## src/hdl/eth_xover_consts.svh

```systemverilog
`ifndef ETH_XOVER_CONSTS_SVH
`define ETH_XOVER_CONSTS_SVH

//////////////////////////////
// Receive data path

// Width of one receive bus word
`define ETH_WORD_BITS		32

//////////////////////////////
// Packet store geometry

// 32 bit words, 4 kB in total
`define ETH_STORE_DEPTH		1024
`define ETH_STORE_ADDR_BITS	10

//////////////////////////////
// Length queue and admission

// Frame length in bytes
`define ETH_LEN_BITS		11
// Enough entries for a store full of minimum size frames
`define ETH_LEN_DEPTH		64
// Free words needed to accept a maximum size frame
`define ETH_MAX_FRAME_WORDS	375

`endif
```

## src/hdl/eth_xover_pkg.sv

```systemverilog
`include "eth_xover_consts.svh"

package eth_xover_pkg;

	//////////////////////////////
	// Receive bus

	// One cycle of the 32 bit receive bus
	typedef struct packed {
		// Strobe ahead of the first word of a frame
		logic							start;
		logic							data_valid;
		// Number of valid bytes in data, 1 to 4
		logic [2:0]						bytes_valid;
		// Most significant byte goes out first
		logic [`ETH_WORD_BITS-1:0]		data;
		// End of frame, keep it
		logic							commit;
		// End of frame, throw it away
		logic							drop;
	} eth_rx_bus_t;

	//////////////////////////////
	// Transmit side

	// Unpacker FSM states
	typedef enum logic [2:0] {
		UNPACK_IDLE,
		UNPACK_LEN_WAIT,
		UNPACK_DATA_WAIT,
		UNPACK_DATA_FIRST,
		UNPACK_DATA_REST
	} unpack_state_t;

	// Byte within a word, lane 0 is bits 31 to 24
	typedef logic [1:0] byte_lane_t;

endpackage

```

## src/hdl/eth_byte_counter.sv

```systemverilog
`include "eth_xover_consts.svh"

module eth_byte_counter import eth_xover_pkg::*; (
	input	logic								rx_clk,
	input	logic								rst_n,
	input	logic								frame_begin,
	input	logic								lane_step,
	input	logic								word_step,
	input	logic [`ETH_LEN_BITS-1:0]			frame_len,
	output	byte_lane_t							lane,
	output	logic [`ETH_STORE_ADDR_BITS-1:0]	word_offset,
	output	logic								last_byte,
	output	logic								frame_done
);

	localparam int unsigned LEN_BITS = `ETH_LEN_BITS;

	// Bytes in whole words already sent
	logic [LEN_BITS-1:0]	bytes_sent;

	always_ff @(posedge rx_clk or negedge rst_n) begin
		if (!rst_n) begin
			bytes_sent	<= '0;
			word_offset	<= '0;
			lane		<= '0;
		end else if (frame_begin) begin
			bytes_sent	<= '0;
			word_offset	<= '0;
			lane		<= '0;
		end else begin
			// Lane wraps back to 0 after lane 3
			if (lane_step)
				lane	<= lane + 1'b1;
			if (word_step) begin
				bytes_sent	<= bytes_sent + 3'd4;
				word_offset	<= word_offset + 1'b1;
			end
		end
	end

	// Byte on the current lane is the final one
	assign last_byte	= (bytes_sent + LEN_BITS'(lane) + 1'b1) == frame_len;
	// Nothing left, only for an empty frame
	assign frame_done	= bytes_sent >= frame_len;

endmodule

```

## config.mk

```make
export PLATFORM = sky130hd
export DESIGN_NAME = eth_byte_counter
export DESIGN_NICKNAME = d
export VERILOG_FILES = /design/src/hdl/eth_xover_pkg.sv /design/src/hdl/eth_byte_counter.sv
export VERILOG_INCLUDE_DIRS = /design/src /design/src/hdl
export SDC_FILE = /design/constraint.sdc
export NUM_CORES = 1
export LEC_CHECK = 0
export BUFFER_PORTS_ARGS = -buffer_cell sky130_fd_sc_hd__buf_2
export CAP_MARGIN = 10
export CORE_ASPECT_RATIO = 0.75
export CORE_UTILIZATION = 45
export DETAILED_ROUTE_END_ITERATION = 10
export PLACE_DENSITY = 0.67
export SLEW_MARGIN = 20
export SYNTH_ARGS = -nofsm -noshare
export SYNTH_HDL_FRONTEND = slang
export SYNTH_SLANG_ARGS = --single-unit
```

## constraint.sdc

```tcl
create_clock -name rx_clk -period 4.6 [get_ports rx_clk]
set_input_delay 0.46 -clock rx_clk [delete_from_list [all_inputs] [get_ports rx_clk]]
set_output_delay 0.46 -clock rx_clk [all_outputs]
set_load 0.05 [all_outputs]
```

# == After elaboration in Yosys (flattened, before gate mapping) ==
# Cells that the tools add are included.
# word_totals
register_bits,23
input_bits,16
out_inout_bits,14
wordCells,18
# classes
eq_ne,1
n_addsub,5
reduce_logical,2
mux,6
magnitude_cmp,1
# op_table
cell,n
2-to-1 mux 11 bit,2
2-to-1 mux 10 bit,2
adder 11 x 1 -> 11 bit (second input constant),1
adder 11 x 2 -> 11 bit,1
adder 11 x 3 -> 11 bit (second input constant),1
== test 11 bit,1
greater-or-equal comparator 11 bit,1
adder 10 x 1 -> 10 bit (second input constant),1
2-to-1 mux 2 bit,2
nonzero test 2 bit,2
adder 2 x 1 -> 2 bit (second input constant),1

# == Logic depth before layout (Yosys ltp) ==
# Gate-level depths: netlist (run 1).
# logic_depth
word_depth,3
ltp_mapped,6
ltp_nobuf,6

# == Worst setup path after synthesis (run 1) ==
# Ideal clock, no wire load.
# synth_path
path_type,register to output
startpoint,register lane[0]
endpoint,output port last_byte
stages_incl_launch_ff,7
n_path_buf,0
t_required_ns,4.140
arrival_time_ns,2.573
slack_ns,1.567
cell_sequence,dfrtp_1 ha_1 nand4_4 nor4_2 a31oi_1 o21a_1 nor4_2
# synth_between
elab_chain_cells,3
# synth_lines
element,line,source
"start, declared",eth_byte_counter.sv:10,"output byte_lane_t lane,"
"start signal, assigned",eth_byte_counter.sv:33,lane <= lane + 1'b1;
adder 11 x 2 -> 11 bit,eth_byte_counter.sv:42,assign last_byte = (bytes_sent + LEN_BITS'(lane) + 1'b1) == frame_len;
adder 11 x 1 -> 11 bit,eth_byte_counter.sv:42,
== test 11 bit,eth_byte_counter.sv:42,
"end, declared",eth_byte_counter.sv:12,"output logic last_byte,"
# No other way between the ends.

# == Worst setup path in the final report (run 1) ==
# layout_path
startpoint,register bytes_sent[2]
endpoint,output port last_byte
# layout_between
elab_chain_cells,3
# layout_lines
element,line,source
"start, declared",eth_byte_counter.sv:19,logic [LEN_BITS-1:0] bytes_sent;
"start signal, assigned",eth_byte_counter.sv:35,bytes_sent <= bytes_sent + 3'd4;
adder 11 x 2 -> 11 bit,eth_byte_counter.sv:42,
adder 11 x 1 -> 11 bit,eth_byte_counter.sv:42,
== test 11 bit,eth_byte_counter.sv:42,
# No other way between the ends.

==> metrics.yaml, run 1 <==
worstPathCellList: "ha_1, nand4_4, nor4_2, a31oi_1, o21a_1, nor4_2, buf_2"
syn-num-nets: 198
cts_buffers: 3
place_congestion: 0.815
post_drt_wl_per_cell_microns: 13.4
cts_setup_buffers: 0
cts_resized: 0
routed-wl-met3_microns: 122
hold_buffers: 0
critical_path_class: "flip-flop to output port"
fin_crit_ns: 2.72
die_w_microns: 68.9
synth_fa_ha_area_share_pct: 10.8
rsz0062_at_grt: "false"
synthSimpleGateAreaFrac_pct: 21.1
wl_microns: 3140
ctsHtreeMaxLevel: 1
nNetsFinal: 227
hpwl_microns: 2420
cp-start-kind: "flip-flop"
grt_use_total_pct: 20.7
drc_errors: 0
synth_top_family_by_area: "simple AND/OR/NAND/NOR gates"
post-synth-top-area-cell: "dfrtp_1"
io_buffer_count: 29
drv_slew: 0
grt_pass1_wl_microns: 5460
seq_area_frac_synth_pct: 34.8
end_kind: "output port"
fin_crit_sh_pct: 59.0
slowest_delay_ns: 0.48
crit_arrival_ns: 2.26
vdd_ir_drop_max_v: 0.000186
synth_mux_area_share_pct: 1.99
setup_tns_ns: 0
core-area_sq_um: 3060
synth_top_area_share_pct: 34.8
cts_sinks: 21
drtIter0Drc: 39
postSynthCellCount: 169
slew_headroom_pct: 65.8
grt_overflow: 0
fillers: 307
antenna_found_initial: 0
vias: 1272
power_density_nw_per_um2: 229
hp-class: "input port to async pin"
cts_tree: "built"
outcome: "finished, final reports clean"
cp_max_fo: 6
synthTopCellsByArea: "dfrtp_1, ha_1, xnor2_1"
cts.path.max_buffers: 2
die_area_sq_um: 3590
routedLengthMet1_microns: 1640
critPathSlowestCell: "dfrtp_1"
synth_xor_area_share_pct: 15.7
synth_cell_types: 30
grt_pass1_vias: 1245
fmax_ghz: 0.368
p_leak_nw: 0.857
crit_top_cell: "nor4_2"
postRouteAntennaNets: 0
postSynthAreaPerCell_sq_um: 8.94
post-route-util_pct: 56.2
grt_max_degree: 24
drive_gt1_share_pct: 18.8
fin_worst_skew_ns: 0.00240
firstDrtPassIters: 4
synth_compound_area_share_pct: 10.9
worstSkewPairLatency_ns: 0.26
start_util_pct: 49.3
route.met2.wl_microns: 1360
highest_layer: "met4"
rows: 17
worst_pin_slew_ns: 0.512
num_io_pins: 30
syn_to_final_growth_pct: 13.9
viasPerCell: 5.41
synth_warnings: 0
setup_viol: 0
synth_seq_cells: 21
drv_cap: 0
cts-root-buf: "clkbuf_8"
die_y_microns: 52.2
netlist_area_sq_um: 1510
clk_pin_slew_worst_paths_ns: 0.07
diodes: 0
crit_required_ns: 4.14
hold_viol: 0
area by class of cell:
cell class              count  area [sq um]  area share (%)
inverters                  12          45.0            2.62
well taps                  38          47.5            2.76
clock buffers               4          45.0            2.62
repair buffers             29           145            8.44
multi-input cells         131           912            53.0
flip-flops and latches     21           526            30.5
cell usage after synthesis:
cell       instances
nor2_1            18
a21oi_1           10
o2111ai_1          2
and3_1             3
nand4_4            1
and3_2             2
ha_1              13
nor4_1             1
nand3_1            6
a41oi_1            1
nor3b_1            1
or3_1              5
inv_1             12
mux2i_1            3
clkbuf_1           2
o21a_1             1
dfrtp_1           21
nand2_1           14
nor4_2             2
buf_2              1
xor2_1            12
and4_1             1
o21ai_0            8
nand4_1            2
buf_4              2
a31oi_1            4
o31ai_1            2
nor2b_1            2
nor3_1             2
xnor2_1           15
critical path: cells and delay by family (launching register included):
family,cells,cell delay [ns]
AO/OA/AOI/OAI,2,0.19
adder cells (fa/ha/maj),1,0.33
AND/OR/NAND/NOR,3,0.69
flip-flops,1,0.48
buffers and inverters,1,0.31
per-layer routing:
metal,vias to the layer above,track usage [%]
met1,601,29.6
met5,-,0
met3,4,4.78
li1,642,-
met2,25,31.4
met4,0,4.76
per-stage QoR:
stage / power (mW) / setup slack, ns / hold slack [ns] / cells / instance area (sq um)
finish: 0.394 / 1.88 / 0.151 / 235 / 1720
CTS: 0.399 / 1.90 / 0.161 / 235 / 1720
global placement: 0.275 / 2.27 / 0.428 / 231 / 1680
floorplan: 0.252 / 1.57 / 0.164 / 169 / 1510
detailed placement: 0.278 / 2.20 / 0.446 / 231 / 1680
global route: 0.419 / 1.71 / 0.175 / 235 / 1720
cell families after synthesis:
family,Yosys count
XOR/XNOR,27
adder cells (fa/ha/maj),13
AND/OR/NAND/NOR,60
flip-flops,21
buffers and inverters,17
AO/OA/AOI/OAI,28
multiplexers,3
worst paths after layout:
check	start	endpoint	slack [ns]	cells after the start
worst max-delay path	bytes_sent[2]	last_byte	1.88	7
worst min-delay path	rst_n	bytes_sent[9]	0.15	1
worst max register to register	bytes_sent[2]	bytes_sent[8]	2.93	5
worst min register to register	word_offset[9]	word_offset[9]	0.55	2
max in group asynchronous	rst_n	word_offset[2]	4.12	1
min in group rx_clk	lane_step	lane[1]	0.50	3
power breakdown:
group	switching [mW]	internal, mW
combinational	0.0473	0.0282
sequential	0.00873	0.190
clock	0.0583	0.0617
total	0.114	0.280
cells in the final DEF, fill, tap and decap left out, types with 4 or more instances in the layout:
cell / instances
nand3_1: 6
a21oi_1: 10
nand2_1: 14
a31oi_1: 4
buf_2: 29
o21ai_0: 8
xor2_1: 12
or3_1: 5
ha_1: 13
xnor2_1: 15
dfrtp_1: 21
nor2_1: 18
inv_1: 12
state kept, by name, summed over array words and instances, names as in the netlist:
| register | cells |
|---|---|
| lane | 2 |
| bytes_sent | 9 |
| word_offset | 10 |
No activity file was read; power rests on OpenSTA's default activity.
==> run 2: changes to the inputs <==
- clock period: 4.6 -> 2.6 ns (I/O delays scaled with it)
==> run 2 against run 1 <==
  * First-iteration DRC count up 46%
  * Combinational power grew 80%
  * Flip-flop and latch count did not move
  * Clock power up 77%
  * Count of clock-buffer cells in the layout unchanged
  * Global-route usage is 0.49 points lower
  * Non-clock buffer count up 1
  * Critical path depth stayed put
  * Via count is 0.63% lower
  * Cell count is 0.43% higher
==> metrics.yaml, run 2 (synthesized netlist as in run 1, its figures left out) <==
hpwl_microns: 2470  # +1.9%
post_drt_wl_per_cell_microns: 13.3  # -0.61%
drv_cap: 0  # unchanged
place_ws_ns: 0.390  # -1.81 ns
place_congestion: 0.908  # +11%
cts.path.max_buffers: 2  # unchanged
syn_to_final_growth_pct: 15.5
grt_max_degree: 24  # unchanged
cp_max_fo: 6  # unchanged
end_kind: "output port"
grt_pass1_vias: 1157  # -7.1%
combPwrFrac_pct: 19.4  # +0.2 points
fin_worst_skew_ns: 0.00357  # +0.00117 ns
wl_microns: 3130  # -0.19%
highest_layer: "met4"
die_area_sq_um: 3590  # unchanged
hold_viol: 0  # unchanged
mostFrequentLayoutCells: "buf_2, dfrtp_1, nor2_1"
r2r_slack_ns: 1.02  # -1.91 ns
ff2ff_path_depth: 5  # unchanged
antenna_found_initial: 0  # unchanged
p_sw_share_pct: 29.1  # +0.073 points
post-route-util_pct: 56.9  # +0.78 points
nNetsFinal: 228  # +0.44%
die_w_microns: 68.9  # unchanged
r2r-start: "bytes_sent[2]"
timing.hold.ws_ns: 0.280  # +0.129 ns
fin_crit_ns: 2.46
viasPerCell: 5.36  # -1.0%
routed-wl-met3_microns: 144  # +18%
outcome: "finished, final reports clean"
setup_tns_ns: 0  # unchanged
drv_slew: 0  # unchanged
cts_tree: "built"
p_leak_nw: 0.866  # +1.0%
cts_sinks: 21  # unchanged
grt_overflow: 0  # unchanged
power_density_nw_per_um2: 401  # +75%
regMostFlops: "word_offset"
largest_reg_flops: 10  # unchanged
seq_power_share_pct: 50.1  # -0.3 points
routedLengthMet1_microns: 1620  # -1.2%
crit_arrival_ns: 2.20  # -0.06 ns
ctsHtreeMaxLevel: 1  # unchanged
r2r-end: "bytes_sent[8]"
stdcell_area_sq_um: 1740  # +1.4%
core-area_sq_um: 3060  # unchanged
io_buffer_count: 29  # unchanged
crit_required_ns: 2.34  # -1.80 ns
diodes: 0  # unchanged
grt_pass1_wl_microns: 5350  # -2.0%
cp-endpoint: "last_byte"
critical_path_class: "flip-flop to output port"
cts_setup_buffers: 0  # unchanged
place_inst: 231  # unchanged
worstSkewPairLatency_ns: 0.26  # about the same
vias: 1264  # -0.63%
drtIter0Drc: 57  # +46%
cp-startpoint: "lane[0]"
placedInstanceArea_sq_um: 1680  # +0.52%
totalPowerFinal_uw: 699  # +78%
num_io_pins: 30  # unchanged
rsz0062_at_grt: "false"
worst_slack_ns: 0.139  # -1.74 ns
internal-power_uw: 496  # +77%
final_common_cell: "buf_2"
p_sw_uw: 203  # +78%
worst_pin_slew_ns: 0.491  # -0.0209 ns
rows: 17  # unchanged
firstDrtPassIters: 6  # +2
postRouteAntennaNets: 0  # unchanged
slew_headroom_pct: 67.2  # +1.4 points
p_clk_share_pct: 30.5  # about the same
vdd_ir_drop_max_v: 0.000270  # +45%
cts_buffers: 3  # unchanged
setup_viol: 0  # unchanged
clk_pin_slew_worst_paths_ns: 0.07  # about the same
fmax_ghz: 0.406
grt_use_total_pct: 20.2  # -0.49 points
drive_gt1_share_pct: 19.2  # +0.41 points
start_util_pct: 49.3  # unchanged
die_y_microns: 52.2  # unchanged
hp-class: "input port to flip-flop"
cts-root-buf: "clkbuf_8"
fin_cells: 236  # +0.43%
fin_crit_sh_pct: 94.6
drc_errors: 0  # unchanged
cp-start-kind: "flip-flop"
route.met2.wl_microns: 1360  # -0.44%
reg_top3: "word_offset: 10 flops, bytes_sent: 9 flops, lane: 2 flops"
[run 2: cell types whose count changed in the layout (fill, tap and decap cells not counted)]
cell / before / now
nor4_2: 2 / 1
clkbuf_4: 0 / 1
ha_2: 0 / 1
nor4_4: 0 / 1
buf_2: 29 / 28
ha_1: 13 / 12
dlygate4sd3_1: 0 / 1
[run 2: final cells by class]
class                      instances  area, sq um
timing repair buffer              30          158
fill                             286         1320
sequential                        21          526
inverter                          12         45.0
tap                               38         47.5
clock buffer                       4         45.0
multi-input combinational        131          923
[run 2: what timing repair did]
| item | CTS | global route |
|---|---|---|
| hold buffers | 1 | 0 |
| resized for setup | 0 | 2 |
| endpoints found under the setup margin | 0 | 1 |
| endpoints found under the hold margin | 21 | 0 |
[run 2: how the worst min path moves through the flow]
stage / start / to / cells after the start
after global routing: lane_step / lane[0] / 3
after floorplan: rst_n / bytes_sent[10] / 0
after global placement: rst_n / bytes_sent[10] / 1
after CTS: lane_step / lane[0] / 3
final: lane_step / lane[0] / 3
after detailed placement: rst_n / bytes_sent[10] / 1
[run 2: routing by layer]
metal  vias up  track usage [%]
li1        642                -
met1       596             28.6
met2        24             30.9
met3         2             5.22
met4         0             4.08
met5         -                0
[run 2: power by group through the flow]
stage	combinational (mW)	clock [mW]	sequential (mW)
after CTS	0.137	0.220	0.351
final	0.136	0.213	0.351
after floorplan	0.0710	0	0.376
after detailed placement	0.135	0	0.357
after global placement	0.133	0	0.356
after global routing	0.150	0.232	0.353
[run 2: worst max-delay path, cell delays in order, from the launching register on]
cell	delay (ns)
dfrtp_1	0.46
ha_1	0.29
nand4_4	0.15
nor4_2	0.27
a31oi_1	0.07
o21a_1	0.15
nor4_4	0.27
clkbuf_4	0.27
