<file path="config.mk">
export PLATFORM = sky130hd
export DESIGN_NAME = eth_frame_len_queue
export DESIGN_NICKNAME = d
export VERILOG_FILES = /design/src/hdl/eth_xover_pkg.sv /design/src/hdl/eth_frame_len_queue.sv
export VERILOG_INCLUDE_DIRS = /design/src /design/src/hdl
export SDC_FILE = /design/constraint.sdc
export NUM_CORES = 1
export LEC_CHECK = 0
export ABC_AREA = 1
export BUFFER_PORTS_ARGS = -buffer_cell sky130_fd_sc_hd__buf_4
export CAP_MARGIN = 5
export CELL_PAD_IN_SITES_DETAIL_PLACEMENT = 0
export CELL_PAD_IN_SITES_GLOBAL_PLACEMENT = 1
export CORE_ASPECT_RATIO = 0.9
export CORE_MARGIN = 4
export CORE_UTILIZATION = 40
export DETAILED_ROUTE_END_ITERATION = 16
export GPL_TIMING_DRIVEN = 1
export PLACE_DENSITY_LB_ADDON = 0.12
export SYNTH_ARGS = -nofsm -noshare
export SYNTH_HDL_FRONTEND = slang
export SYNTH_SLANG_ARGS = --single-unit
</file>
<file path="constraint.sdc">
create_clock -name rx_clk -period 3.8 [get_ports rx_clk]
set_input_delay 1.14 -clock rx_clk [delete_from_list [all_inputs] [get_ports rx_clk]]
set_output_delay 1.14 -clock rx_clk [all_outputs]
set_load 0.03 [all_outputs]
</file>
<file path="src/hdl/eth_xover_consts.svh">
`ifndef ETH_XOVER_CONSTS_SVH
`define ETH_XOVER_CONSTS_SVH

//////////////////////////////
// Receive data path

// Width of one receive bus word
`define ETH_WORD_BITS		32

//////////////////////////////
// Packet store geometry

// 32 bit words, 4 kB in total
`define ETH_STORE_DEPTH		1024
`define ETH_STORE_ADDR_BITS	10

//////////////////////////////
// Length queue and admission

// Frame length in bytes
`define ETH_LEN_BITS		11
// Enough entries for a store full of minimum size frames
`define ETH_LEN_DEPTH		64
// Free words needed to accept a maximum size frame
`define ETH_MAX_FRAME_WORDS	375

`endif
</file>
<file path="src/hdl/eth_xover_pkg.sv">
`include "eth_xover_consts.svh"

package eth_xover_pkg;

	//////////////////////////////
	// Receive bus

	// One cycle of the 32 bit receive bus
	typedef struct packed {
		// Strobe ahead of the first word of a frame
		logic							start;
		logic							data_valid;
		// Number of valid bytes in data, 1 to 4
		logic [2:0]						bytes_valid;
		// Most significant byte goes out first
		logic [`ETH_WORD_BITS-1:0]		data;
		// End of frame, keep it
		logic							commit;
		// End of frame, throw it away
		logic							drop;
	} eth_rx_bus_t;

	//////////////////////////////
	// Transmit side

	// Unpacker FSM states
	typedef enum logic [2:0] {
		UNPACK_IDLE,
		UNPACK_LEN_WAIT,
		UNPACK_DATA_WAIT,
		UNPACK_DATA_FIRST,
		UNPACK_DATA_REST
	} unpack_state_t;

	// Byte within a word, lane 0 is bits 31 to 24
	typedef logic [1:0] byte_lane_t;

endpackage

</file>
<file path="src/hdl/eth_frame_len_queue.sv">
`include "eth_xover_consts.svh"

module eth_frame_len_queue import eth_xover_pkg::*; (
	input	logic							rx_clk,
	input	logic							rst_n,
	input	eth_rx_bus_t					rx_bus,
	input	logic [`ETH_STORE_ADDR_BITS:0]	free_words,
	input	logic							len_pop,
	output	logic							admit,
	output	logic							len_empty,
	output	logic [`ETH_LEN_BITS-1:0]		len_data
);

	localparam int unsigned LEN_BITS = `ETH_LEN_BITS;
	localparam int unsigned PTR_BITS = $clog2(`ETH_LEN_DEPTH);
	localparam int unsigned CNT_BITS = PTR_BITS + 1;
	localparam int unsigned FREE_BITS = `ETH_STORE_ADDR_BITS + 1;

	logic [LEN_BITS-1:0]	frame_bytes;
	logic [LEN_BITS-1:0]	len_mem [0:`ETH_LEN_DEPTH-1];
	logic [CNT_BITS-1:0]	wr_ptr;
	logic [CNT_BITS-1:0]	rd_ptr;
	logic [CNT_BITS-1:0]	mem_count;
	logic					head_valid;
	logic					head_free;
	logic					mem_empty;
	logic					mem_wr;
	logic					push;
	logic					len_full;

	//////////////////////////////
	// Length count and admission

	always_ff @(posedge rx_clk or negedge rst_n) begin
		if (!rst_n) begin
			frame_bytes	<= '0;
			admit		<= 1'b0;
		end else if (rx_bus.start) begin
			// Need room for a max size frame and a free queue slot
			frame_bytes	<= '0;
			admit		<= (free_words >= FREE_BITS'(`ETH_MAX_FRAME_WORDS)) && !len_full;
		end else if (rx_bus.data_valid) begin
			frame_bytes	<= frame_bytes + LEN_BITS'(rx_bus.bytes_valid);
		end
	end

	//////////////////////////////
	// Length queue

	// Dropped or refused frames never push
	assign push			= rx_bus.commit && admit;
	assign mem_empty	= (wr_ptr == rd_ptr);
	assign mem_count	= wr_ptr - rd_ptr;
	// Head register counts as one entry
	assign len_full		= (mem_count + CNT_BITS'(head_valid)) == CNT_BITS'(`ETH_LEN_DEPTH);
	assign head_free	= !head_valid || len_pop;
	// Straight into the head when nothing is queued behind it
	assign mem_wr		= push && !(head_free && mem_empty);
	assign len_empty	= !head_valid;

	always_ff @(posedge rx_clk or negedge rst_n) begin
		if (!rst_n) begin
			wr_ptr		<= '0;
			rd_ptr		<= '0;
			head_valid	<= 1'b0;
		end else begin
			if (head_free) begin
				if (!mem_empty) begin
					rd_ptr		<= rd_ptr + 1'b1;
					head_valid	<= 1'b1;
				end else begin
					head_valid	<= push;
				end
			end
			if (mem_wr)
				wr_ptr	<= wr_ptr + 1'b1;
		end
	end

	always_ff @(posedge rx_clk) begin
		if (mem_wr)
			len_mem[wr_ptr[PTR_BITS-1:0]]	<= frame_bytes;

		// Head refill, bypass when the queue behind it is empty
		if (head_free)
			len_data	<= mem_empty ? frame_bytes : len_mem[rd_ptr[PTR_BITS-1:0]];
	end

endmodule

</file>
# Word-level counts from Yosys, hierarchy flattened
# Memories as Yosys holds them, arrays and structs flattened.
# Index checks and enable logic that the tools add are counted.
# word_totals
register_bits,38
ram_bits,704
input_bits,53
output_inout_bits,13
mem_count,1
# classes
addsub,5
magnitude_cmp,1
eq_ne,2
muxes,6
bitwise,1
reduce_logical,10
# mem_list
name,depth,width,read_ports,rd_ports_with_merged_regs,wr,line,rtl
len_mem,64,11,1,0,1,eth_frame_len_queue.sv:20,logic [LEN_BITS-1:0] len_mem [0:`ETH_LEN_DEPTH-1];
# op_table
operator,count
$mux W11,3
$add A7 B1 Y7 const B,2
$add A11 B3 Y11,1
$ge A11 B9 Y1 const B,1
$add A7 B1 Y7,1
$eq A7 B7 Y1,1
$eq A7 B7 Y1 const B,1
$sub A7 B7 Y7,1
$logic_and A1 B1 Y1,4
$logic_not A1 Y1,3
$mux W1,3
$reduce_and A2 Y1,1
$reduce_bool A2 Y1,1
$logic_or A1 B1 Y1,1
$not A1 Y1,1

# Logic depth before layout (Yosys ltp)
# Gate-level depths: netlist of the first run.
# logic_depth
depth_word,7
ltp_mapped,15
mapped_depth_nobuf,13

# Least setup slack after synthesis of the first run
# Ideal clock, no wire load.
# synth_path
kind,input to register
start,input port len_pop
end,"memory len_mem[7][0] (netlist name), enable pin"
setup_time_ns,0.408
t_arrival_ns,3.026
required_ns,3.392
slack_ns,0.366
cell_stages,5
path_buffers,0
cell_sequence,nor2_1 > inv_1 > a21oi_4 > inv_1 > nor4_1
# synth_via
elab_chain_len,6
# synth_rtl
item,line,rtl
from (decl),eth_frame_len_queue.sv:8,"input logic len_pop,"
$logic_or A1 B1 Y1,eth_frame_len_queue.sv:56,assign head_free = !head_valid || len_pop;
$logic_and A1 B1 Y1,eth_frame_len_queue.sv:58,assign mem_wr = push && !(head_free && mem_empty);
$logic_not A1 Y1,eth_frame_len_queue.sv:58,
$logic_and A1 B1 Y1,eth_frame_len_queue.sv:58,
$mux W1,eth_frame_len_queue.sv:81,if (mem_wr)
$mux W1 (implied by the code),eth_frame_len_queue.sv:82,len_mem[wr_ptr[PTR_BITS-1:0]] <= frame_bytes;
to (decl),eth_frame_len_queue.sv:20,
# No other way between the ends.

# Final worst setup path of the first run
# layout_path
start,register rd_ptr[4]
end,"memory len_mem[6][2] (netlist name), enable pin"
# layout_via
elab_chain_len,6
# layout_rtl
item,line,rtl
from (decl),eth_frame_len_queue.sv:22,logic [CNT_BITS-1:0] rd_ptr;
from (signal assigned),eth_frame_len_queue.sv:69,rd_ptr <= rd_ptr + 1'b1;
$eq A7 B7 Y1,eth_frame_len_queue.sv:52,assign mem_empty = (wr_ptr == rd_ptr);
$logic_and A1 B1 Y1,eth_frame_len_queue.sv:58,
$logic_not A1 Y1,eth_frame_len_queue.sv:58,
$logic_and A1 B1 Y1,eth_frame_len_queue.sv:58,
$mux W1,eth_frame_len_queue.sv:81,
$mux W1 (implied by the code),eth_frame_len_queue.sv:82,
# No other way between the ends.

==> results.json, run 1 <==
{
  "status": "finished, final reports clean",
  "finalHoldViolations": 0,
  "final.setup.tns_ns": 0,
  "regArea_um2": 22170,
  "area_delta_synth_final_pct": 14.07,
  "portBuffers": 32,
  "firstDrtPassIters": 5,
  "core-area_um2": 78040,
  "io-pin-count": 66,
  "multi_input_comb_area_um2": 7923,
  "dr_total_vias": 20590,
  "cts-resized-gates": 0,
  "n_antenna_cell": 0,
  "cp_max_fo": 14,
  "dp_cells": 3949,
  "period_share_pct": 85.26,
  "p_comb_share_pct": 34.6,
  "worstPathRequired_ns": 4.13,
  "timing.rr.start": "rd_ptr[4]$_DFFE_PN0P_",
  "grt_remaining_overflow": 0,
  "max-cap-violations": 0,
  "post_cts_buffers": 0,
  "drtIter0Drc": 1466,
  "die_x_um": 304.1,
  "swShare_pct": 38.23,
  "syn_area_um2": 31570,
  "die_h_um": 274.5,
  "max_freq_mhz": 308.6,
  "ys_warn_count": 0,
  "numCtsBuffers": 81,
  "clockBufferDepth": 3,
  "drive_above_1_share_pct": 9.314,
  "clockRootBuffer": "clkbuf_16",
  "grt_max_degree": 127,
  "syn_area_per_cell_um2": 10.77,
  "instances_no_fill": 4099,
  "rows": 97,
  "syn-num-nets": 3002,
  "peakVddDrop_mv": 0.5772,
  "nets": 3065,
  "dieArea_um2": 83480,
  "p_switching_w": 0.01014,
  "final_max_slew_viol_count": 0,
  "leakage_nw": 14.33,
  "start_util_pct": 40.45,
  "cts_max_level": 3,
  "cts_sinks": 742,
  "clock_power_share_pct": 29.4,
  "wl_per_cell_um": 20.53,
  "clk_latency_ns": 0.64,
  "hp-class": "in -> async",
  "synth.area.top_cells": "edfxtp_1 (68%), nand2_1 (12%), nand3_1 (7.9%)",
  "fillers": 7131,
  "crit_arrival_ns": 3.57,
  "grt_setup_unrepaired": "false",
  "gp_congestion": 0.8190,
  "p_seq_share_pct": 36.0,
  "cp-end-kind": "flip-flop",
  "finalSetupViolCount": 0,
  "hold_buffers": 0,
  "antenna_found_initial": 0,
  "critPathLaunch": "rd_ptr[4]$_DFFE_PN0P_",
  "worst_slew_pin_slew_ns": 1.054,
  "yosys.area.top_type": "edfxtp_1",
  "p_int_w": 0.01638,
  "dp_hpwl_um": 48130,
  "grt_pass1_vias": 19810,
  "seq_area_frac_synth_pct": 70.16,
  "final.setup_skew_ns": 0.02697,
  "powerDensity_nw_per_um2": 736.4,
  "yosysUniqueCellTypes": 30,
  "viasPerCell": 5.023,
  "postSynthCellCount": 2930,
  "synth-seq-cells": 742,
  "path_class": "reg -> reg",
  "finalCriticalPeriod_ns": 3.240,
  "synth_top_area_share_pct": 68.02,
  "drc": 0,
  "timing.max_slew.rel_slack_pct": 29.72,
  "wl_um": 84160,
  "grt_use_total_pct": 20.17,
  "clk_pin_slew_ns": 0.06,
  "startpoint_type": "flip-flop",
  "ant_nets": 0,
  "cts_tree": "done",
  "grt_pass1_wl_um": 126600
}
-- critical path: stages (launching register included) --
cell and delay, ns:
dfrtp_1 0.68, inv_1 0.13, ha_1 0.32, nand3_1 0.10, nor2_1 0.05, nand2_2 0.07, inv_2 0.07, a21oi_4 0.27
buf_4 0.25, nand4_4 0.36, nor2_1 0.39, buf_4 0.24
-- cell type report --
type | instances | area share (%)
clock inverters | 46 | 1.303
repair buffers | 137 | 3.134
clock buffers | 104 | 6.043
flip-flops and latches | 742 | 61.58
well taps | 1039 | 3.610
multi-input cells | 1811 | 22.00
inverters | 220 | 2.332
-- cell usage after synthesis --
cell type,instances
nor4_1,2
nand4_1,7
nor2_1,193
fa_1,2
nand3_1,500
edfxtp_1,715
xor2_1,13
a21oi_4,1
inv_1,215
a21boi_0,1
o211ai_1,1
clkbuf_1,64
dfrtp_1,27
nand2_2,2
nor3_1,4
buf_2,69
nor2_4,1
o22ai_1,1
a31oi_1,1
nand4_4,5
a21oi_1,22
o21ai_0,38
nand2_1,997
o21bai_1,1
buf_1,23
clkinv_1,1
xnor2_1,2
buf_6,1
inv_2,4
ha_1,17
-- placed cells by master, fill, tap and decap left out, drive strengths merged --
master	synthesis	layout
nand2	999	999
nor4	2	2
bufinv	0	8
inv	219	222
a21boi	1	1
clkbuf	64	104
dfrtp	27	27
xor2	13	13
o21ai	38	38
a21oi	23	23
o22ai	1	1
nor2	194	194
xnor2	2	2
nor3	4	4
o211ai	1	1
ha	17	17
clkinv	1	34
clkinvlp	0	2
o21bai	1	1
a31oi	1	1
buf	93	137
nand4	12	12
fa	2	2
nand3	500	500
edfxtp	715	715
-- power by group through the flow --
stage | registers, W | clock network, W | logic [W]
final | 0.00953 | 0.00780 | 0.00919
after global routing | 0.00956 | 0.00834 | 0.0102
after CTS | 0.00953 | 0.00798 | 0.00927
after floorplan | 0.00975 | 0 | 0.00585
after detailed placement | 0.00970 | 0 | 0.00924
after global placement | 0.00969 | 0 | 0.00918
-- metrics by stage --
step | hold slack (ns) | worst slack (ns) | util, % | power (W) | instance area, um^2
final | 0.4413 | 0.5601 | 46.14 | 0.02652 | 36010
after global routing | 0.4371 | 0.3633 | 46.14 | 0.02811 | 36010
after CTS | 0.4230 | 0.5697 | 46.14 | 0.02679 | 36010
after detailed placement | 0.4835 | 0.1845 | 42.75 | 0.01894 | 33360
after global placement | 0.4777 | 0.2002 | 42.75 | 0.01888 | 33360
after floorplan | 0.4632 | 0.3658 | - | 0.01560 | 31570
-- metal layers --
metal	global-route usage, %	routed length, um	vias to the layer above	share of wire, %
li1	-	-	10000	-
met2	32.10	38630	501	46
met4	5.590	2243	0	2.7
met3	3.653	4839	124	5.7
met1	28.67	38450	9961	46
met5	0	0	-	0
-- state kept, by name, indices dropped and copies added, names as in the netlist --
signal,flops
len_mem,704
frame_bytes,11
len_data,11
rd_ptr,7
wr_ptr,7
admit,1
head_valid,1
-- path summary, 6_finish.rpt --
path	endpoint	slack, ns	depth (start not counted)
worst max register to register	len_mem[6][2]$_DFFE_PP_	0.56	11
max in group asynchronous	rd_ptr[1]$_DFFE_PN0P_	3.00	1
worst min register to register	rd_ptr[5]$_DFFE_PN0P_	0.49	1
worst max-delay path	len_mem[6][2]$_DFFE_PP_	0.56	11
min in group rx_clk	rd_ptr[5]$_DFFE_PN0P_	0.49	1
worst min-delay path	frame_bytes[5]$_DFFE_PN0P_	0.44	1
-- kinds of logic (layout without fill, tap and decap cells) --
kind of cell	Yosys count	in the layout	share of synthesized area (%)
AND/OR/NAND/NOR	1711	1711	22.73
flip-flops	742	742	70.16
XOR/XNOR	15	15	0.4162
AO/OA/AOI/OAI	66	66	1.114
buffers and inverters	377	507	4.780
adder cells (fa/ha/maj)	19	19	0.8007
Power figures use the tool's default switching activity.
==> inputs of run 2 (changes only) <==
--- a/config.mk
+++ b/config.mk
@@ -17,6 +17,7 @@
 export DETAILED_ROUTE_END_ITERATION = 16
 export GPL_TIMING_DRIVEN = 1
 export PLACE_DENSITY_LB_ADDON = 0.12
+export RECOVER_POWER = 100
 export SYNTH_ARGS = -nofsm -noshare
 export SYNTH_HDL_FRONTEND = slang
 export SYNTH_SLANG_ARGS = --single-unit
==> results.json, run 2 (same netlist as run 1, synthesis figures left out) <==
{
  "p_switching_w": 0.01014,
  "drc": 0,
  "status": "finished with violations",
  "clockBufferDepth": 3,
  "io-pin-count": 66,
  "antenna_found_initial": 0,
  "finalCriticalPeriod_ns": 3.380,
  "ant_nets": 0,
  "max-cap-violations": 10,
  "crit_arrival_ns": 3.64,
  "dieArea_um2": 83480,
  "cp_max_fo": 69,
  "swShare_pct": 38.34,
  "p_int_w": 0.01631,
  "portBuffers": 32,
  "final_max_slew_viol_count": 500,
  "grt_max_degree": 127,
  "cts_tree": "done",
  "nets": 3065,
  "rows": 97,
  "die_x_um": 304.1,
  "n_antenna_cell": 0,
  "critPathMaxStageDelay_ns": 0.62,
  "fillers": 7193,
  "r2r.worst_path.cells": 11,
  "hold_buffers": 0,
  "gp_congestion": 0.8190,
  "firstDrtPassIters": 5,
  "clock_power_share_pct": 29.5,
  "final.setup.tns_ns": 0,
  "viasPerCell": 5.018,
  "cts_sinks": 742,
  "clk_latency_ns": 0.64,
  "start_util_pct": 40.45,
  "cts_max_level": 3,
  "drive_above_1_share_pct": 7.353,
  "cts-resized-gates": 0,
  "finalHoldViolations": 0,
  "dp_hpwl_um": 48130,
  "largest_register_ffs": 704,
  "cp-end-kind": "flip-flop",
  "startpoint_type": "flip-flop",
  "grt_pass1_wl_um": 126600,
  "wl_per_cell_um": 20.53,
  "peakVddDrop_mv": 0.5809,
  "violations": "max-capacitance violations, max-slew violations",
  "clk_pin_slew_ns": 0.06,
  "crit_chain": "inv_8, nand2_1, nand2_1, nor2_1, nand2_2, inv_1, a21oi_4, nand4_1, clkbuf_1, nor2_1, clkbuf_1",
  "numCtsBuffers": 81,
  "core-area_um2": 78040,
  "slowest_stage": "dfrtp_1",
  "hp-class": "reg -> reg",
  "grt_use_total_pct": 20.17,
  "whs_path_depth": 1,
  "stdcell_area_um2": 35710,
  "powerDensity_nw_per_um2": 740.6,
  "max_freq_mhz": 295.9,
  "post_cts_buffers": 0,
  "leakage_nw": 14.12,
  "dr_total_vias": 20570,
  "setup_slack_ns": 0.4203,
  "clockRootBuffer": "clkbuf_16",
  "worst_slew_pin_slew_ns": 1.957,
  "grt_remaining_overflow": 0,
  "worstPathRequired_ns": 4.06,
  "pre_cts_slack_ns": 0.1845,
  "rrSetupSlack_ns": 0.42,
  "die_h_um": 274.5,
  "fin_util_pct": 45.76,
  "p_seq_share_pct": 36.1,
  "final.setup_skew_ns": 0.02658,
  "final_common_cell": "nand2_1",
  "wl_um": 84140,
  "area_delta_synth_final_pct": 13.12,
  "timing.max_slew.rel_slack_pct": -30.46,
  "path_class": "reg -> reg",
  "layout_common_cells": "nand2_1 (998), edfxtp_1 (715), nand3_1 (500)",
  "grt_pass1_vias": 19810,
  "placedInstanceArea_um2": 33360,
  "p_comb_share_pct": 34.5,
  "finalSetupViolCount": 0,
  "grt_setup_unrepaired": "false",
  "drtIter0Drc": 1541,
  "period_share_pct": 88.94
}
[run 2: cell types whose count changed in the layout (fill, tap and decap cells not counted), sizes merged]
| cell | previous run | this run |
|---|---|---|
| buf | 137 | 51 |
| clkbuf | 104 | 190 |
[run 2: metal layers]
layer | routed length (um) | vias up | share of wire [%] | GRT usage, %
met5 | 0 | - | 0 | 0
met4 | 2234 | 0 | 2.7 | 5.590
met3 | 4490 | 125 | 5.3 | 3.653
met2 | 38630 | 496 | 46 | 32.10
met1 | 38790 | 9946 | 46 | 28.67
li1 | - | 10000 | - | -
[run 2: critical path, delay by kind of cell (launching register included)]
| kind | cells | cell delay (ns) |
|---|---|---|
| buf+inv | 4 | 1.37 |
| simple gates | 6 | 0.71 |
| flops | 1 | 0.62 |
| compound gates | 1 | 0.27 |
[run 2: worst paths after layout]
check | from | endpoint
min in group asynchronous | rst_n | frame_bytes[5]$_DFFE_PN0P_
worst max-delay path | rd_ptr[0]$_DFFE_PN0P_ | len_mem[10][3]$_DFFE_PP_
worst min-delay path | rd_ptr[5]$_DFFE_PN0P_ | rd_ptr[5]$_DFFE_PN0P_
worst min register to register | rd_ptr[5]$_DFFE_PN0P_ | rd_ptr[5]$_DFFE_PN0P_
worst max register to register | rd_ptr[0]$_DFFE_PN0P_ | len_mem[10][3]$_DFFE_PP_
max in group asynchronous | rst_n | rd_ptr[1]$_DFFE_PN0P_
[run 2: area by class of cell]
cell class | instances | area, um^2 | share of cell area, %
Clock buffer | 104 | 2176 | 6.093
Clock inverter | 46 | 469.2 | 1.314
Inverter | 220 | 839.6 | 2.351
Multi-Input combinational cell | 1811 | 7901 | 22.13
Sequential cell | 742 | 22160 | 62.06
Tap cell | 1039 | 1300 | 3.641
Timing Repair Buffer | 137 | 862.1 | 2.414
[run 2: power by group through the flow]
stage | logic, W | registers (W) | clock network, W
after floorplan | 0.00585 | 0.00975 | 0
after global placement | 0.00918 | 0.00969 | 0
after detailed placement | 0.00924 | 0.00970 | 0
after CTS | 0.00927 | 0.00953 | 0.00798
after global routing | 0.0101 | 0.00956 | 0.00834
final | 0.00912 | 0.00954 | 0.00779
[run 2: stage by stage]
stage | hold WS [ns] | std cells | total power (W)
2_1_floorplan | 0.4632 | 2930 | 0.01560
3_5_place_dp | 0.4835 | 3949 | 0.01894
4_1_cts | 0.4230 | 4099 | 0.02679
5_1_grt | 0.5188 | 4099 | 0.02803
3_3_place_gp | 0.4777 | 3949 | 0.01888
6_report | 0.4861 | 4099 | 0.02644
==> inputs of run 3 (changes only) <==
--- a/config.mk
+++ b/config.mk
@@ -18,6 +18,7 @@
 export GPL_TIMING_DRIVEN = 1
 export PLACE_DENSITY_LB_ADDON = 0.12
 export RECOVER_POWER = 100
+export REMOVE_ABC_BUFFERS = 1
 export SYNTH_ARGS = -nofsm -noshare
 export SYNTH_HDL_FRONTEND = slang
 export SYNTH_SLANG_ARGS = --single-unit
==> constraint.sdc (replaced) <==
create_clock -name rx_clk -period 3.4 [get_ports rx_clk]
set_input_delay 1.02 -clock rx_clk [delete_from_list [all_inputs] [get_ports rx_clk]]
set_output_delay 1.02 -clock rx_clk [all_outputs]
set_load 0.03 [all_outputs]
==> results.json, run 3 (same netlist as run 1, synthesis figures left out) <==
{
  "status": "finished with violations",
  "violations": "max-capacitance violations, max-slew violations",
  "grt_remaining_overflow": 0,
  "hp-class": "reg -> reg",
  "dieArea_um2": 83480,
  "final_max_slew_viol_count": 503,
  "startpoint_type": "flip-flop",
  "viasPerCell": 4.993,
  "grt_setup_unrepaired": "false",
  "nets": 3077,
  "dp_cells": 3960,
  "io-pin-count": 66,
  "cts-resized-gates": 0,
  "cts_sinks": 742,
  "core-area_um2": 78040,
  "powerDensity_nw_per_um2": 820.4,
  "placedInstanceArea_um2": 33480,
  "stdcell_area_um2": 35820,
  "portBuffers": 32,
  "instances_no_fill": 4109,
  "area_delta_synth_final_pct": 13.48,
  "hold_buffers": 0,
  "die_x_um": 304.1,
  "peakVddDrop_mv": 0.9231,
  "drc": 0,
  "antenna_found_initial": 1,
  "wl_per_cell_um": 20.18,
  "finalHoldViolations": 0,
  "cts_tree": "done",
  "p_total_w": 0.02939,
  "grt_max_degree": 125,
  "wl_um": 82930,
  "dr_total_vias": 20520,
  "worstPathRequired_ns": 3.67,
  "finalCriticalPeriod_ns": 3.077,
  "start_util_pct": 40.45,
  "critPathMaxStageDelay_ns": 0.63,
  "final.setup_skew_ns": 0.01737,
  "leakage_nw": 14.23,
  "cp_max_fo": 14,
  "grt_pass1_vias": 19920,
  "grt_pass1_wl_um": 124200,
  "fillers": 7253,
  "hold_ws_ns": 0.5071,
  "numCtsBuffers": 82,
  "clockBufferDepth": 3,
  "final.setup.tns_ns": 0,
  "drive_above_1_share_pct": 8.176,
  "clockRootBuffer": "clkbuf_16",
  "slowest_stage": "dfrtp_1",
  "rows": 97,
  "ant_nets": 0,
  "path_delay_family": "buffers and inverters",
  "path_buf_inv": 4,
  "drtIter0Drc": 1697,
  "crit_arrival_ns": 3.35,
  "max-cap-violations": 10,
  "grt_use_total_pct": 19.70,
  "cp-end-kind": "flip-flop",
  "final_common_cell": "nand2_1",
  "crit_chain": "inv_1, ha_1, nand3_1, nor2_1, nand2_2, inv_1, a21oi_4, buf_4, nand4_4, nor2_1, clkbuf_2",
  "max_freq_mhz": 325.0,
  "clk_pin_slew_ns": 0.06,
  "dp_hpwl_um": 47350,
  "firstDrtPassIters": 6,
  "largest_register_ffs": 704,
  "finalSetupViolCount": 0,
  "period_share_pct": 90.50,
  "layout_common_cells": "nand2_1 (997), edfxtp_1 (715), nand3_1 (500)",
  "die_h_um": 274.5,
  "clk_latency_ns": 0.62,
  "timing.max_slew.rel_slack_pct": -60.24,
  "worst_slew_pin_slew_ns": 2.404,
  "cts_max_level": 3,
  "path_class": "reg -> reg",
  "post_cts_buffers": 0,
  "gp_congestion": 0.7972,
  "n_antenna_cell": 0
}
-- run 3: changes by cell type in the layout (fill, tap and decap cells not counted), sizes merged --
cell    before  now
buf         51   55
bufinv       8    5
clkbuf     190  208
clkinv      34   28
inv        222  219
-- run 3: final timing paths --
path	to	slack, ns	from	cells after the start
max in group asynchronous	rd_ptr[2]$_DFFE_PN0P_	1.39	rst_n	1
worst min-delay path	admit$_DFFE_PN0P_	0.51	admit$_DFFE_PN0P_	2
worst max-delay path	len_mem[53][1]$_DFFE_PP_	0.32	rd_ptr[4]$_DFFE_PN0P_	11
worst max register to register	len_mem[53][1]$_DFFE_PP_	0.32	rd_ptr[4]$_DFFE_PN0P_	11
min in group asynchronous	frame_bytes[0]$_DFFE_PN0P_	0.82	rst_n	1
worst min register to register	admit$_DFFE_PN0P_	0.51	admit$_DFFE_PN0P_	2
-- run 3: worst min-delay path: cells and delay by family (launching register included) --
family / cells / cell delay (ns)
DFF: 1 / 0.36
and+or+nand+nor: 2 / 0.11
-- run 3: cell type report --
cell class              instances  area, um^2  share of cell area, %
clock buffers                 115        2345                  6.545
multi-input cells            1811        7915                  22.09
flip-flops and latches        742       22160                  61.86
clock inverters                34       284.0                 0.7928
repair buffers                148       978.4                  2.731
well taps                    1039        1300                  3.629
inverters                     220       839.6                  2.344
-- run 3: power by group --
part           leakage, nW  switching (W)  internal (W)
sequential            7.09       0.000260        0.0104
clock                 1.29        0.00348       0.00517
combinational         5.86        0.00733       0.00275
total                 14.2         0.0111        0.0183
-- run 3: per-layer routing --
layer	global-route usage [%]	wire length [um]	vias to the layer above
li1	-	-	10020
met1	27.69	38020	9956
met4	5.640	2013	0
met2	31.99	38790	433
met5	0	0	-
met3	3.074	4108	112
-- run 3: metrics by stage --
step	setup slack, ns	util (%)
floorplan	-13.55	-
global placement	0.2755	42.90
detailed placement	0.2932	42.90
CTS	0.5039	46.27
global route	0.1893	45.90
finish	0.3231	45.90
